===== src/design/ex_defs.svh =====
`ifndef EX_DEFS_SVH
`define EX_DEFS_SVH

// datapath width, RV64
`define EX_XLEN 64

// issue tag carried through to the result port
`define EX_TAG_W 4

// entries between operand mux and ALU
`define EX_FIFO_DEPTH 4

// one multiplier bit per step
`define EX_MUL_STEPS 64

`endif

===== src/design/ex_issue_pkg.sv =====
`include "ex_defs.svh"

package ex_issue_pkg;

    // codes 20..31 are unused and evaluate to zero
    typedef enum logic [4:0] {
        op_add, op_sub, op_pass_a, op_pass_b,
        op_xor, op_or, op_and,
        op_sll, op_srl, op_sra,
        op_slt, op_sltu, op_eq, op_ge, op_geu,
        op_mul, op_div, op_divu, op_rem, op_remu
    } alu_op_e;

    typedef enum logic {
        src_a_pc  = 1'b0,
        src_a_rs1 = 1'b1
    } src_a_e;

    typedef enum logic [1:0] {
        src_b_imm = 2'd0,
        src_b_rs2 = 2'd1,
        src_b_csr = 2'd2
    } src_b_e;

    typedef struct packed {
        logic [`EX_XLEN-1:0]  pc;
        logic [`EX_XLEN-1:0]  rs1;
        logic [`EX_XLEN-1:0]  rs2;
        logic [`EX_XLEN-1:0]  csr;
        logic [`EX_XLEN-1:0]  imm;
        src_a_e               src_a;
        src_b_e               src_b;
        logic                 word;
        alu_op_e              op;
        logic [`EX_TAG_W-1:0] tag;
    } ex_issue_t;

    // operands already selected, ready for the ALU
    typedef struct packed {
        logic [`EX_XLEN-1:0]  a;
        logic [`EX_XLEN-1:0]  b;
        logic                 word;
        alu_op_e              op;
        logic [`EX_TAG_W-1:0] tag;
    } ex_oper_t;

endpackage


===== src/design/ex_operand_mux.sv =====
module ex_operand_mux (
    input  logic                    clk,
    input  logic                    rst,
    input  logic                    flush,
    input  logic                    in_valid,
    output logic                    in_ready,
    input  ex_issue_pkg::ex_issue_t in_req,
    output logic                    out_valid,
    input  logic                    out_ready,
    output ex_issue_pkg::ex_oper_t  out_oper
);
    import ex_issue_pkg::*;

    ex_oper_t prepared;
    logic     accept;

    // stage can take a new request when empty or being drained
    assign in_ready = !flush && (!out_valid || out_ready);
    assign accept   = in_valid && in_ready;

    always_comb begin
        prepared      = '0;
        prepared.word = in_req.word;
        prepared.op   = in_req.op;
        prepared.tag  = in_req.tag;
        if (in_req.src_a == src_a_rs1) begin
            // word mode only looks at the low half of rs1
            prepared.a = in_req.word ? {32'b0, in_req.rs1[31:0]} : in_req.rs1;
        end else begin
            prepared.a = in_req.pc;
        end
        case (in_req.src_b)
            src_b_rs2: prepared.b = in_req.rs2;
            src_b_csr: prepared.b = in_req.csr;
            default:   prepared.b = in_req.imm;
        endcase
    end

    always_ff @(posedge clk) begin
        if (rst || flush) begin
            out_valid <= 1'b0;
        end else if (accept) begin
            out_valid <= 1'b1;
        end else if (out_ready) begin
            out_valid <= 1'b0;
        end
    end

    always_ff @(posedge clk) begin
        if (accept) begin
            out_oper <= prepared;
        end
    end

endmodule


===== config.mk =====
export PLATFORM = sky130hd
export DESIGN_NAME = ex_operand_mux
export DESIGN_NICKNAME = d
export VERILOG_FILES = /design/src/design/ex_issue_pkg.sv /design/src/design/ex_operand_mux.sv
export VERILOG_INCLUDE_DIRS = /design/src /design/src/design
export SDC_FILE = /design/constraint.sdc
export NUM_CORES = 1
export LEC_CHECK = 0
export ABC_AREA = 1
export BUFFER_PORTS_ARGS = -buffer_cell sky130_fd_sc_hd__buf_2
export CAP_MARGIN = 25
export CORE_AREA = 2 2 188 190
export CTS_CLUSTER_SIZE = 12
export DETAILED_ROUTE_END_ITERATION = 16
export DIE_AREA = 0 0 190 192
export MAX_ROUTING_LAYER = met4
export PLACE_DENSITY = 0.54
export SLEW_MARGIN = 25
export SYNTH_ARGS = -nofsm -noshare
export SYNTH_HDL_FRONTEND = slang
export SYNTH_SLANG_ARGS = --single-unit

===== constraint.sdc =====
create_clock -name clk -period 6.39 [get_ports clk]
set_input_delay 0.3195 -clock clk [delete_from_list [all_inputs] [get_ports clk]]
set_output_delay 0.3195 -clock clk [all_outputs]
set_load 0.01 [all_outputs]

==> results of run 1 <==
## cells by family (layout without fill, tap and decap cells)
group	Yosys count	in the layout	synth area share, %
simple gates	580	580	33.1
flops	139	139	61.4
compound gates	1	1	0.0737
other cells	0	1	0
fa+ha+maj	2	2	0.369
buf+inv	53	527	5.13
## power groups by stage
stage | clock, mW | combinational (mW) | sequential, mW
CTS | 0.978 | 0.374 | 1.08
global route | 1.01 | 0.413 | 1.08
detailed placement | 0 | 0.372 | 1.10
finish | 0.939 | 0.368 | 1.08
global placement | 0 | 0.367 | 1.10
floorplan | 0 | 0.159 | 1.12
## worst reg2reg max path, delay by kind of cell, from the launching register on
family	cells	cell delay (ns)
buffers and inverters	1	0.76
DFF	1	0.31
and+or+nand+nor	3	0.65
## per-layer routing
layer / part of all wire, % / up-vias / track usage (%)
met3: 8.2 / 18 / 3.62
met5: 0 / - / -
li1: - / 3387 / -
met4: 1.5 / 0 / 4.05
met1: 41 / 2987 / 15.8
met2: 49 / 341 / 23.6
## per-stage QoR
stage | total power, mW | cells | area (um^2)
6_report | 2.38 | 1705 | 10100
4_1_cts | 2.43 | 1704 | 10100
2_1_floorplan | 1.28 | 775 | 6790
3_5_place_dp | 1.47 | 1672 | 9510
5_1_grt | 2.51 | 1705 | 10100
3_3_place_gp | 1.46 | 1671 | 9500
## synthesized netlist by cell type (all sizes together)
| master | n |
|---|---|
| dfxtp | 1 |
| nand3 | 32 |
| inv | 10 |
| nor2 | 1 |
| a21oi | 1 |
| edfxtp | 138 |
| ha | 2 |
| buf | 43 |
| nand2 | 547 |
## registers in the layout (all words and copies together), names as in the netlist
register   count
out_oper     138
out_valid      1
## final cells by class
| class | instances | area (um^2) |
|---|---|---|
| Fill cell | 3721 | 24200 |
| Sequential cell | 139 | 4160 |
| Timing Repair Buffer | 485 | 2450 |
| Multi-Input combinational cell | 583 | 2280 |
| Tap cell | 455 | 569 |
| Clock buffer | 17 | 425 |
| Clock inverter | 15 | 124 |
| Inverter | 10 | 38.8 |
| Antenna cell | 1 | 2.50 |
## final timing paths
check                               from                     end  slack [ns]  cells after the start
setup / recovery  out_valid$_SDFFE_PP0P_  out_oper[33]$_DFFE_PP_        4.21                      4
setup reg to reg  out_valid$_SDFFE_PP0P_  out_oper[33]$_DFFE_PP_        4.21                      4
hold reg to reg   out_valid$_SDFFE_PP0P_  out_valid$_SDFFE_PP0P_        0.50                      2
hold / removal                 in_req[2]   out_oper[2]$_DFFE_PP_        0.07                      1
==> impl_metrics.json, run 1 <==
{
  "outcome": "finished clean",
  "antenna_found_initial": 2,
  "synth-warning-count": 0,
  "cp_max_fo": 67,
  "netlist.area_leader.share_pct": 61.1,
  "seq_area_frac_synth_pct": 61.4,
  "p_sw_share_pct": 27.7,
  "fin_ws_ns": 4.21,
  "overflow": 0,
  "cts.sinks": 139,
  "peakVddDrop_mv": 0.166,
  "tightest_slew_ns": 0.923,
  "hpwl_um": 20100,
  "cts_tree": "yes",
  "leakage_nw": 5.25,
  "clkPwrFrac_pct": 39.4,
  "synth_cell_types": 13,
  "internal-power_mw": 1.72,
  "vias": 6733,
  "cts-hold-fix-buffers": 0,
  "die_h_um": 192,
  "portBuffers": 477,
  "crit_path_top_delay_cell": "buf_4",
  "slew_headroom_pct": 38.5,
  "cpPeakStageDelay_ns": 0.75,
  "switching_power_mw": 0.660,
  "cts-root-buf": "clkbuf_16",
  "timing.fmax_mhz": 458,
  "gp_congestion": 0.860,
  "worst-path-buf-inv": 1,
  "pre_cts_ws_ns": 3.97,
  "synth_area_leaders": "edfxtp_1 (61%), nand2_1 (30%), nand3_1 (2.4%)",
  "grt_pass1_vias": 6449,
  "rows": 68,
  "synthesis.nets": 1115,
  "syn2layout_area_growth_pct": 48.3,
  "finalNetCount": 1576,
  "dieArea_um2": 36500,
  "rsz0062_at_grt": "false",
  "critPathMostFrequentCell": "nand2_1",
  "core-area_um2": 34300,
  "grt_pass1_wl_um": 36300,
  "postSynthAreaPerCell_um2": 8.75,
  "postRouteAntennaNets": 0,
  "critPathLaunchType": "register",
  "viasPerCell": 3.95,
  "cts_made_buffers": 17,
  "wl_per_cell_um": 15.0,
  "period_share_pct": 34.2,
  "arrival_ns": 2.22,
  "maxSlewViolCount": 0,
  "skew_ns": 0.00825,
  "drt_iter0_markers": 206,
  "worstSetupPathType": "reg -> reg",
  "grt_util_all_layers_pct": 13.8,
  "path_cells": "nand2_1, nand2_1, nor2_4, buf_4",
  "p_per_area_nw_per_um2": 237,
  "setup_viol": 0,
  "synth_top_cell_by_area": "edfxtp_1",
  "pwr-share-seq_pct": 45.2,
  "cts_resized": 0,
  "crit_family": "buffers and inverters",
  "hold_viol": 0,
  "cp-end-kind": "register",
  "final_common_cell": "nand2_1",
  "combPwrFrac_pct": 15.4,
  "dr.pass1.iters": 6,
  "drc": 0,
  "die_w_um": 190,
  "synth_area_um2": 6780,
  "clockBufferDepth": 2,
  "cts_setup_buffers": 0,
  "maxCapViolCount": 0,
  "worstPathRequired_ns": 6.43,
  "final_cell_mix": "nand2_1 (537), buf_2 (477), edfxtp_1 (138)",
  "utilization_pct": 29.3,
  "start_util_pct": 19.8,
  "post-route-min-period_ns": 2.18,
  "cts.clk_slew.worst_paths_ns": 0.07,
  "drive_gt1_share_pct": 42.5,
  "io_pins": 478,
  "grt_max_degree": 68,
  "wirelength_um": 25600,
  "h-tree-depth": 4,
  "ys_ff_latch": 139,
  "min_path_type": "in -> reg",
  "fin_tns_setup_ns": 0,
  "clk_latency_ns": 0.42,
  "fin_worst_hold_slack_ns": 0.0732,
  "syn_inst": 775
}
(Power assumes the default switching activity.)
==> inputs of run 2 (changes only) <==
==> constraint.sdc (replaced) <==
create_clock -name clk -period 1.95 [get_ports clk]
set_input_delay 0.0975 -clock clk [delete_from_list [all_inputs] [get_ports clk]]
set_output_delay 0.0975 -clock clk [all_outputs]
set_load 0.01 [all_outputs]
==> run 2 against run 1 <==
Effect of this change:
- critical path depth rose by 3
- first-iteration DRC count grew 79%
- combinational power grew to 4.3 times the previous value
- worst setup slack got worse by 4.0 ns
- clock-buffer cell count did not move
- cell area increased by 20%
- clock skew decreased by 0.00053 ns
- critical path type is now in -> reg
- critical endpoint is now out_valid$_SDFFE_PP0P_
- largest power group unchanged
==> impl_metrics.json, run 2 (synthesis gave the netlist of run 1 again) <==
{
  "wirelength_um": 28300,
  "layoutNonFillerInstCount": 1901,
  "die_w_um": 190,
  "r2r_start": "out_valid$_SDFFE_PP0P_",
  "cts_resized": 0,
  "worstSetupPathType": "in -> reg",
  "die_h_um": 192,
  "core-area_um2": 34300,
  "fin_ws_ns": 0.254,
  "overflow": 0,
  "rows": 68,
  "grt_max_degree": 65,
  "stdcell_area_um2": 12100,
  "final_common_cell": "nand2_1",
  "vias": 7652,
  "cts.clk_slew.worst_paths_ns": 0.06,
  "critPathLaunchType": "input port",
  "maxCapViolCount": 0,
  "p_total_mw": 8.38,
  "tightest_slew_ns": 0.697,
  "drc": 0,
  "wl_per_cell_um": 14.9,
  "maxSlewViolCount": 0,
  "grt_pass1_vias": 7687,
  "nFillCells": 3465,
  "dr.pass1.iters": 5,
  "cp-end-kind": "register",
  "gp_congestion": 0.892,
  "reg2reg_to": "out_oper[134]$_DFFE_PP_",
  "largest_reg_flops": 138,
  "h-tree-depth": 4,
  "grt_util_all_layers_pct": 15.1,
  "min_path_type": "in -> reg",
  "dp.cells": 1675,
  "period_share_pct": 87.0,
  "arrival_ns": 2.05,
  "clockBufferDepth": 2,
  "crit_end": "out_valid$_SDFFE_PP0P_",
  "rsz0062_at_grt": "false",
  "r2r_cells": 5,
  "worst-r2r-setup-slack_ns": 0.51,
  "outcome": "finished clean",
  "setup_viol": 0,
  "cpPeakStageDelay_ns": 0.56,
  "biggestRegsByFlops": "out_oper (138), out_valid (1)",
  "antenna_found_initial": 3,
  "start_util_pct": 19.8,
  "final_cell_mix": "nand2_1 (535), buf_2 (477), dlygate4sd3_1 (191)",
  "peakVddDrop_mv": 0.538,
  "timing.fmax_mhz": 590,
  "postRouteAntennaNets": 0,
  "drt_iter0_markers": 368,
  "leakage_nw": 6.13,
  "finalNetCount": 1770,
  "cp_max_fo": 1,
  "fin_worst_hold_slack_ns": 0.0286,
  "regArea_um2": 4170,
  "cts_made_buffers": 17,
  "drive_gt1_share_pct": 37.2,
  "cts.sinks": 139,
  "cts-root-buf": "clkbuf_16",
  "p_per_area_nw_per_um2": 691,
  "slew_headroom_pct": 53.5,
  "crit_path_top_delay_cell": "dlygate4sd3_1",
  "io_pins": 478,
  "post_dp_cell_area_um2": 9620,
  "cts_tree": "yes",
  "hold_viol": 0,
  "pre_cts_ws_ns": 0.376,
  "regMostFlops": "out_oper",
  "dieArea_um2": 36500,
  "skew_ns": 0.00771,
  "clk_latency_ns": 0.42,
  "syn2layout_area_growth_pct": 78.6,
  "startpoint": "rst",
  "grt_pass1_wl_um": 40700,
  "portBuffers": 477,
  "hpwl_um": 20200,
  "post-route-min-period_ns": 1.70,
  "viasPerCell": 4.03,
  "critPathMostFrequentCell": "dlygate4sd3_1",
  "multi_input_area_um2": 2290,
  "path_cells": "dlygate4sd3_1, buf_2, inv_1, nand2_1, dlygate4sd3_1, a21oi_1, dlygate4sd3_1",
  "worstPathRequired_ns": 2.31
}
-- run 2: worst max-delay path, delay by kind of cell --
kind	cells	cell delay, ns
and+or+nand+nor	1	0.04
buffers and inverters	5	1.81
AOI/OAI and AO/OA	1	0.11
-- run 2: metrics by stage --
stage | util (%) | setup TNS [ns]
floorplan | - | -134.43
global placement | 28.1 | 0
detailed placement | 28.1 | 0
CTS | 35.3 | 0
global route | 35.3 | 0
finish | 35.3 | 0
-- run 2: worst min-delay path by stage --
stage / start / end / slack [ns] / cells after the start
floorplan: in_req[0] / out_oper[0]$_DFFE_PP_ / 0.20 / 0
global placement: in_req[4] / out_oper[4]$_DFFE_PP_ / 0.27 / 1
detailed placement: in_req[1] / out_oper[1]$_DFFE_PP_ / 0.28 / 1
CTS: in_req[256] / out_oper[125]$_DFFE_PP_ / 0.0006 / 3
global route: in_req[323] / out_oper[128]$_DFFE_PP_ / 0.01 / 3
finish: in_req[237] / out_oper[106]$_DFFE_PP_ / 0.03 / 3
-- run 2: power breakdown --
group / switching, mW / internal (mW)
Clock: 1.45 / 1.80
Sequential: 0.0409 / 3.49
Combinational: 0.792 / 0.798
Total: 2.28 / 6.09
-- run 2: layout make-up --
class                           count  share of cell area, %
Tap cell                          455                   4.70
Timing Repair Buffer              679                   36.9
Multi-Input combinational cell    583                   18.9
Antenna cell                        3                 0.0620
Clock buffer                       17                   3.51
Inverter                           10                  0.330
Sequential cell                   139                   34.4
Clock inverter                     15                   1.25
-- run 2: repair_timing --
| action | 4_1_cts | 5_1_grt |
|---|---|---|
| endpoints found under the hold margin | 138 | 0 |
| hold buffers | 191 | 0 |
| setup buffers | 0 | 0 |
-- run 2: routing by layer --
metal / share of wire [%] / wire, um / up-vias / global-route usage [%]
li1: - / - / 3777 / -
met1: 40 / 11300 / 3446 / 16.6
met2: 49 / 13900 / 384 / 26.2
met3: 7.6 / 2150 / 45 / 3.36
met4: 3.4 / 973 / 0 / 7.01
met5: 0 / 0 / - / -
