--- src/design/ex_defs.svh ---
`ifndef EX_DEFS_SVH
`define EX_DEFS_SVH

// datapath width, RV64
`define EX_XLEN 64

// issue tag carried through to the result port
`define EX_TAG_W 4

// entries between operand mux and ALU
`define EX_FIFO_DEPTH 4

// one multiplier bit per step
`define EX_MUL_STEPS 64

`endif
--- src/design/ex_skid_fifo.sv ---
`include "ex_defs.svh"

module ex_skid_fifo #(
    parameter type payload_t = logic [7:0],
    parameter int  depth     = `EX_FIFO_DEPTH
) (
    input  logic     clk,
    input  logic     rst,
    input  logic     flush,
    input  logic     push_valid,
    output logic     push_ready,
    input  payload_t push_data,
    output logic     pop_valid,
    input  logic     pop_ready,
    output payload_t pop_data
);
    localparam int ptr_w = (depth > 1) ? $clog2(depth) : 1;
    localparam int cnt_w = $clog2(depth + 1);

    payload_t         mem [depth];
    logic [ptr_w-1:0] wr_ptr;
    logic [ptr_w-1:0] rd_ptr;
    logic [cnt_w-1:0] count;
    logic             do_push;
    logic             do_pop;

    assign push_ready = (count != cnt_w'(depth));
    assign pop_valid  = (count != '0);
    assign pop_data   = mem[rd_ptr];

    assign do_push = push_valid && push_ready;
    assign do_pop  = pop_valid && pop_ready;

    always_ff @(posedge clk) begin
        if (rst || flush) begin
            wr_ptr <= '0;
            rd_ptr <= '0;
            count  <= '0;
        end else begin
            if (do_push) begin
                // wrap explicitly, depth need not be a power of two
                wr_ptr <= (wr_ptr == ptr_w'(depth - 1)) ? '0 : wr_ptr + 1'b1;
            end
            if (do_pop) begin
                rd_ptr <= (rd_ptr == ptr_w'(depth - 1)) ? '0 : rd_ptr + 1'b1;
            end
            if (do_push && !do_pop) begin
                count <= count + 1'b1;
            end else if (do_pop && !do_push) begin
                count <= count - 1'b1;
            end
        end
    end

    always_ff @(posedge clk) begin
        if (do_push) begin
            mem[wr_ptr] <= push_data;
        end
    end

endmodule

--- config.mk ---
export PLATFORM = sky130hd
export DESIGN_NAME = ex_skid_fifo
export DESIGN_NICKNAME = d
export VERILOG_FILES = /design/src/design/ex_skid_fifo.sv
export VERILOG_INCLUDE_DIRS = /design/src /design/src/design
export SDC_FILE = /design/constraint.sdc
export NUM_CORES = 1
export LEC_CHECK = 0
export BUFFER_PORTS_ARGS = -buffer_cell sky130_fd_sc_hd__clkbuf_2
export CORE_MARGIN = 1
export CORE_UTILIZATION = 50
export CTS_BUF_LIST = sky130_fd_sc_hd__clkbuf_4 sky130_fd_sc_hd__clkbuf_8 sky130_fd_sc_hd__clkbuf_16
export CTS_CLUSTER_DIAMETER = 150
export DETAILED_ROUTE_END_ITERATION = 10
export PLACE_DENSITY_LB_ADDON = 0.3
export RECOVER_POWER = 100
export SYNTH_ARGS = -nofsm -noshare
export SYNTH_HDL_FRONTEND = slang
export SYNTH_SLANG_ARGS = --single-unit
--- constraint.sdc ---
create_clock -name clk -period 3 [get_ports clk]
set_input_delay 0.45 -clock clk [delete_from_list [all_inputs] [get_ports clk]]
set_output_delay 0.45 -clock clk [all_outputs]
set_load 0.02 [all_outputs]
==> flow_metrics.py, run 1 <==
metrics = {
    "finish": {
        "nets": 137,
        "layout_common_cells": "32 x edfxtp_1, 18 x clkbuf_1, 9 x dfxtp_1",
        "nFillCells": 265,
        "final_common_cell": "edfxtp_1",
        "antenna_cells_inserted": 0,
        "layout-drive-gt1-share": 0.203,
        "fin_util": 0.587,
        "register_area_mm2": 0.00114,
        "multiInputGateArea_um2": 458,
        "area_growth_pct": 10.2,
    },
    "timing": {
        "clock_skew_ps": 10.3,
        "drv_slew": 0,
        "rsz0062_at_grt": "false",
        "finalCritPeriodShare": 0.811,
        "finalSetupViolCount": 0,
        "min_period_ps": 2430,
        "fin_setup_tns_ps": 0,
        "tightestPinTransition_ps": 590,
        "hold_violations": 0,
        "fmax_mhz": 411,
        "holdWs_ps": 372,
        "max_slew_margin": 0.604,
    },
    "synth": {
        "synth_fp_nets": 112,
        "syn_inst": 92,
        "ys_seq_area_frac": 0.696,
        "syn_area_per_cell_um2": 17.8,
        "yosys_register_bits": 41,
        "ys_types": 26,
        "synth_top_cell_by_area": "edfxtp_1",
        "synthTopCellsByArea": "edfxtp_1 59%, dfxtp_1 11%, mux4_2 11%, ha_1 4.6%, and3_2 1.8%",
        "synth_area_mm2": 0.00164,
        "synth.top_cell.area_share": 0.586,
        "yosysWarnings": 0,
    },
    "clock_network": {
        "post_cts_resized": 0,
        "root_buffer": "clkbuf_4",
        "numCtsBuffers": 5,
        "cts_tree": "done",
        "cts_hold_buffers": 0,
        "post_cts_buffers": 0,
        "cts_buffer_depth": 2,
        "clk_pin_slew_ps": 110,
        "htreeDepth": 2,
        "clkLatencyLatePin_ps": 340,
        "cts_sinks": 41,
    },
    "floorplan": {
        "row_count": 20,
        "start_util": 0.533,
        "core-area_mm2": 0.00308,
        "dieHeight_um": 59.3,
        "fp.dieW_um": 59.3,
        "dieArea_mm2": 0.00351,
        "pin_count": 23,
    },
    "power_and_ir_drop": {
        "p_per_area_mw_per_mm2": 567,
        "irDropWorstVdd_uv": 287,
        "power.leakage_uw": 0.000621,
    },
    "route": {
        "drt_iter0_markers": 35,
        "drt-pass1-iter-count": 4,
        "antenna_left": 0,
        "route.final.wire_length_um": 2380,
        "drc": 0,
        "via_per_inst": 5.28,
        "vias": 855,
        "wl_per_cell_um": 14.7,
    },
    "global_routing": {
        "grt_first_pass_wirelength_um": 3740,
        "antenna_found_initial": 0,
        "grt_max_degree": 13,
        "track_usage": 0.160,
        "first_global_vias": 858,
        "grt_overflow_total": 0,
    },
    "worst_setup_path": {
        "crit_path_end_kind": "register",
        "r2r_slack_ps": 570,
        "reg2reg_depth": 7,
        "critPathKind": "register to register",
        "required_ps": 3270,
        "reg2reg_from": "count[0]$_SDFFE_PP0P_",
        "worstPathMaxFanout": 5,
        "timing.rr.end": "count[2]$_SDFFE_PP0P_",
        "cp_data_arrival_time_ps": 2700,
        "worstSetupStartpointType": "register",
    },
    "worst_hold_path": {
        "worstHoldPathCells": 1,
        "hold_path_end": "mem[3][0]$_DFFE_PP_",
        "worstHoldStart": "push_data[0]",
        "hold_path_class": "primary input to register",
    },
    "placement": {
        "place.gp.congestion": 0.691,
        "portBuffers": 22,
        "dp_hpwl_um": 1790,
    },
    "status": {
        "status": "completed",
    },
    "flow_run": {
        "cap_violations": 0,
    },
}
[how the worst max path moves through the flow]
stage | from | to | slack (ps) | cells past startpoint
6_report | count[0]$_SDFFE_PP0P_ | count[2]$_SDFFE_PP0P_ | 570 | 7
3_3_place_gp | count[0]$_SDFFE_PP0P_ | count[2]$_SDFFE_PP0P_ | 750 | 7
4_1_cts | count[0]$_SDFFE_PP0P_ | count[2]$_SDFFE_PP0P_ | 590 | 7
2_1_floorplan | count[0]$_SDFFE_PP0P_ | count[2]$_SDFFE_PP0P_ | 770 | 9
3_5_place_dp | count[0]$_SDFFE_PP0P_ | count[2]$_SDFFE_PP0P_ | 590 | 7
5_1_grt | count[0]$_SDFFE_PP0P_ | count[2]$_SDFFE_PP0P_ | 400 | 8
[per-stage QoR]
step           power, uW  std cells  instance area (um^2)  worst slack, ps
2_1_floorplan        751         92                  1640              768
4_1_cts             1050        162                  1840              590
3_5_place_dp         793        154                  1790              590
6_report            1020        162                  1810              566
5_1_grt             1070        162                  1810              397
3_3_place_gp         786        154                  1790              751
[registers in the layout (all words and copies together), names as in the netlist, named ones only]
| signal | flops |
|---|---|
| wr_ptr | 2 |
| rd_ptr | 2 |
| count | 3 |
| mem | 32 |
[cell type report]
class	instances	share of cell area
Clock buffer	6	0.0249
Sequential cell	41	0.631
Inverter	3	0.00623
Timing Repair Buffer	22	0.0484
Tap cell	44	0.0304
Clock inverter	2	0.00554
Multi-Input combinational cell	44	0.253
[synth_stat cells, drive strengths merged]
cell type / n
a21oi: 2
and2: 1
and3: 4
buf: 2
clkbuf: 2
dfxtp: 9
edfxtp: 32
fa: 1
ha: 6
inv: 3
mux2i: 1
mux4: 8
nand2: 2
nand3: 1
nand4: 2
nor2: 4
o21ai: 2
o31ai: 3
or2: 1
or3: 3
or3b: 1
xor2: 2
[worst max-delay path, cell delays in order, from the launching register on]
cell     delay [ps]
dfxtp_1         370
o31ai_1         550
ha_1            310
inv_1            60
fa_1            370
xor2_1          160
or3_2           410
a21oi_1         140
[layer usage]
| metal | routed length, um | part of all wire | global-route usage |
|---|---|---|---|
| met4 | 44 | 0.018 | 0.0816 |
| met1 | 934 | 0.39 | 0.160 |
| met3 | 102 | 0.043 | 0.0611 |
| met5 | 0 | 0 | 0 |
| met2 | 1300 | 0.55 | 0.287 |
[logic make-up after synthesis]
family,share of synthesized area
AOI/OAI and AO/OA,0.0320
adders and majority gates,0.0580
DFF,0.696
buffers and inverters,0.0175
muxes,0.116
xor gates and xnor gates,0.0107
and+or+nand+nor,0.0702
[power by group]
part	switching [uW]	internal, uW	total (uW)
clock network	156	98.3	254
registers	14.2	634	648
logic	71.6	50.2	122
total	242	783	1020
(Power assumes the default switching activity.)
==> inputs of run 2 (changes only) <==
--- a/config.mk
+++ b/config.mk
@@ -6,6 +6,7 @@
 export SDC_FILE = /design/constraint.sdc
 export NUM_CORES = 1
 export LEC_CHECK = 0
+export ABC_AREA = 1
 export BUFFER_PORTS_ARGS = -buffer_cell sky130_fd_sc_hd__clkbuf_2
 export CORE_MARGIN = 1
 export CORE_UTILIZATION = 50
==> constraint.sdc (replaced) <==
create_clock -name clk -period 2.4 [get_ports clk]
set_input_delay 0.36 -clock clk [delete_from_list [all_inputs] [get_ports clk]]
set_output_delay 0.36 -clock clk [all_outputs]
set_load 0.02 [all_outputs]
==> run 2 against run 1 <==
Register-to-register slack worse by 110 ps. Non-clock buffer count up 5. Combinational power up 66%. Clock power up 71%. Sequential power up 26%. Critical path type is now register to output port. Largest power group unchanged.
==> flow_metrics.py, run 2 <==
metrics = {
    "synth": {
        "synth_area_mm2": 0.00169,
        "yosysWarnings": 0,
        "synth.top_cell.area_share": 0.568,
        "synth_ff_type": "edfxtp_1",
        "ys_types": 20,
        "syn_inst": 145,
        "syn_area_per_cell_um2": 11.7,
        "yosys_register_bits": 41,
        "synthTopCellsByArea": "edfxtp_1 57%, dfxtp_1 11%, nor2_1 7.3%, ha_1 4.4%, o21ai_0 3.8%",
        "ys_async_sr_fraction": 0,
        "synth_edf_count": 32,
        "synth_common_cells": "33 x nor2_1, 32 x edfxtp_1, 14 x inv_1",
        "ys_seq_area_frac": 0.675,
        "synth_fp_nets": 165,
        "post-synth-top-count-cell": "nor2_1",
        "synth_top_cell_by_area": "edfxtp_1",
    },
    "route": {
        "wl_per_cell_um": 13.4,
        "via_per_inst": 5.04,
        "drc": 0,
        "vias": 1119,
        "drt_iter0_markers": 37,
        "antenna_left": 0,
        "drt-pass1-iter-count": 4,
        "route.final.wire_length_um": 2970,
    },
    "placement": {
        "portBuffers": 22,
        "place.gp.congestion": 0.787,
        "dp_hpwl_um": 2100,
    },
    "floorplan": {
        "row_count": 20,
        "pin_count": 23,
        "core-area_mm2": 0.00313,
        "dieArea_mm2": 0.00362,
        "start_util": 0.540,
        "fp.dieW_um": 60.1,
        "dieHeight_um": 60.1,
    },
    "worst_hold_path": {
        "hold_path_class": "primary input to register",
        "worstHoldStart": "rst",
        "worstHoldPathCells": 2,
    },
    "flow_run": {
        "cap_violations": 0,
    },
    "finish": {
        "nFillCells": 269,
        "area_growth_pct": 13.2,
        "layout-drive-gt1-share": 0.101,
        "nets": 197,
        "antenna_cells_inserted": 0,
        "final_common_cell": "nor2_1",
        "largest_register": "mem",
        "layout_common_cells": "33 x nor2_1, 32 x edfxtp_1, 19 x clkbuf_1",
        "top_regs": "mem: 32 flops, count: 3 flops",
        "largest_reg_flops": 32,
        "fin_util": 0.612,
    },
    "clock_network": {
        "cts_hold_buffers": 0,
        "cts_sinks": 41,
        "numCtsBuffers": 5,
        "htreeDepth": 2,
        "post_cts_buffers": 0,
        "root_buffer": "clkbuf_4",
        "cts_tree": "done",
        "post_cts_resized": 0,
        "clkLatencyLatePin_ps": 350,
        "cts_buffer_depth": 2,
        "clk_pin_slew_ps": 100,
    },
    "timing": {
        "max_slew_margin": 0.623,
        "clock_skew_ps": 12.0,
        "fin_setup_tns_ps": 0,
        "finalSetupViolCount": 0,
        "drv_slew": 0,
        "hold_violations": 0,
        "rsz0062_at_grt": "false",
        "min_period_ps": 2060,
        "fmax_mhz": 485,
        "tightestPinTransition_ps": 566,
        "finalCritPeriodShare": 0.859,
    },
    "global_routing": {
        "first_global_vias": 1084,
        "antenna_found_initial": 0,
        "track_usage": 0.195,
        "grt_overflow_total": 0,
        "grt_max_degree": 17,
        "grt_first_pass_wirelength_um": 4860,
    },
    "power_and_ir_drop": {
        "irDropWorstVdd_uv": 401,
        "power.leakage_uw": 0.000718,
        "p_per_area_mw_per_mm2": 760,
    },
    "worst_setup_path": {
        "worstPathMaxFanout": 16,
        "crit_path_end_kind": "output port",
        "required_ps": 2040,
        "reg2reg_depth": 9,
        "cp_data_arrival_time_ps": 1700,
        "reg2reg_from": "count[1]$_SDFFE_PP0P_",
        "worstSetupStartpointType": "register",
        "critPathKind": "register to output port",
    },
    "status": {
        "status": "completed",
    },
}
## run 2: cell count changes after synthesis, sizes merged, moves of 2 or more
| cell | delta |
|---|---|
| nor2 | +29 |
| o21ai | +15 |
| inv | +12 |
| nand2 | +12 |
| mux4 | -8 |
| o22ai | +8 |
| and3 | -4 |
| o31ai | -3 |
| or3 | -3 |
| clkbuf | -2 |
| nand3b | +2 |
## run 2: layout make-up
cell class	count	area, um^2	area share
inverter	15	56.3	0.0294
multi-input combinational	87	468	0.245
timing repair buffer	27	114	0.0595
sequential	41	1140	0.596
clock inverter	2	33.8	0.0177
tap	44	55.1	0.0288
clock buffer	6	45.0	0.0235
## run 2: path summary, 6_finish.rpt
check                      endpoint  slack, ps
max                     pop_data[4]        340
min           count[0]$_SDFFE_PP0P_        190
max reg2reg   count[1]$_SDFFE_PP0P_        460
min reg2reg  wr_ptr[1]$_SDFFE_PP0P_        550
## run 2: logic make-up (layout without fill, tap and decap cells)
| logic type | after synthesis | count (layout) | share of synthesized area |
|---|---|---|---|
| compound gates | 27 | 27 | 0.0925 |
| xor+xnor | 1 | 1 | 0.00518 |
| fa+ha+maj | 7 | 7 | 0.0563 |
| buf+inv | 17 | 50 | 0.0466 |
| flops | 41 | 41 | 0.675 |
| simple gates | 52 | 52 | 0.124 |
## run 2: metal layers
layer / wire length [um] / up-vias / GRT usage / part of all wire
met2: 1570 / 21 / 0.347 / 0.53
met4: 40 / 0 / 0.0797 / 0.013
met3: 102 / 4 / 0.0584 / 0.034
met1: 1250 / 533 / 0.215 / 0.42
li1: - / 561 / - / -
met5: 0 / - / 0 / 0
## run 2: through the flow
stage          power, uW  std cells  instance area, um^2  hold WS [ps]  setup slack (ps)
3_5_place_dp        1050        214                 1870           528               539
3_3_place_gp        1030        214                 1870           509               635
2_1_floorplan        970        145                 1690           437               567
4_1_cts             1470        222                 1950           178               411
5_1_grt             1520        222                 1910           175               154
6_report            1450        222                 1910           188               339
## run 2: report_power, final
group          internal, uW  total (uW)  switching, uW
Sequential              797         816           18.5
Combinational          65.2         203            137
Clock                   228         435            207
Total                  1090        1450            363
## run 2: worst max-delay path, stage by stage (launching register included)
cell	delay, ps
dfxtp_1	420
inv_1	410
o21ai_0	160
o22ai_1	140
clkbuf_1	250
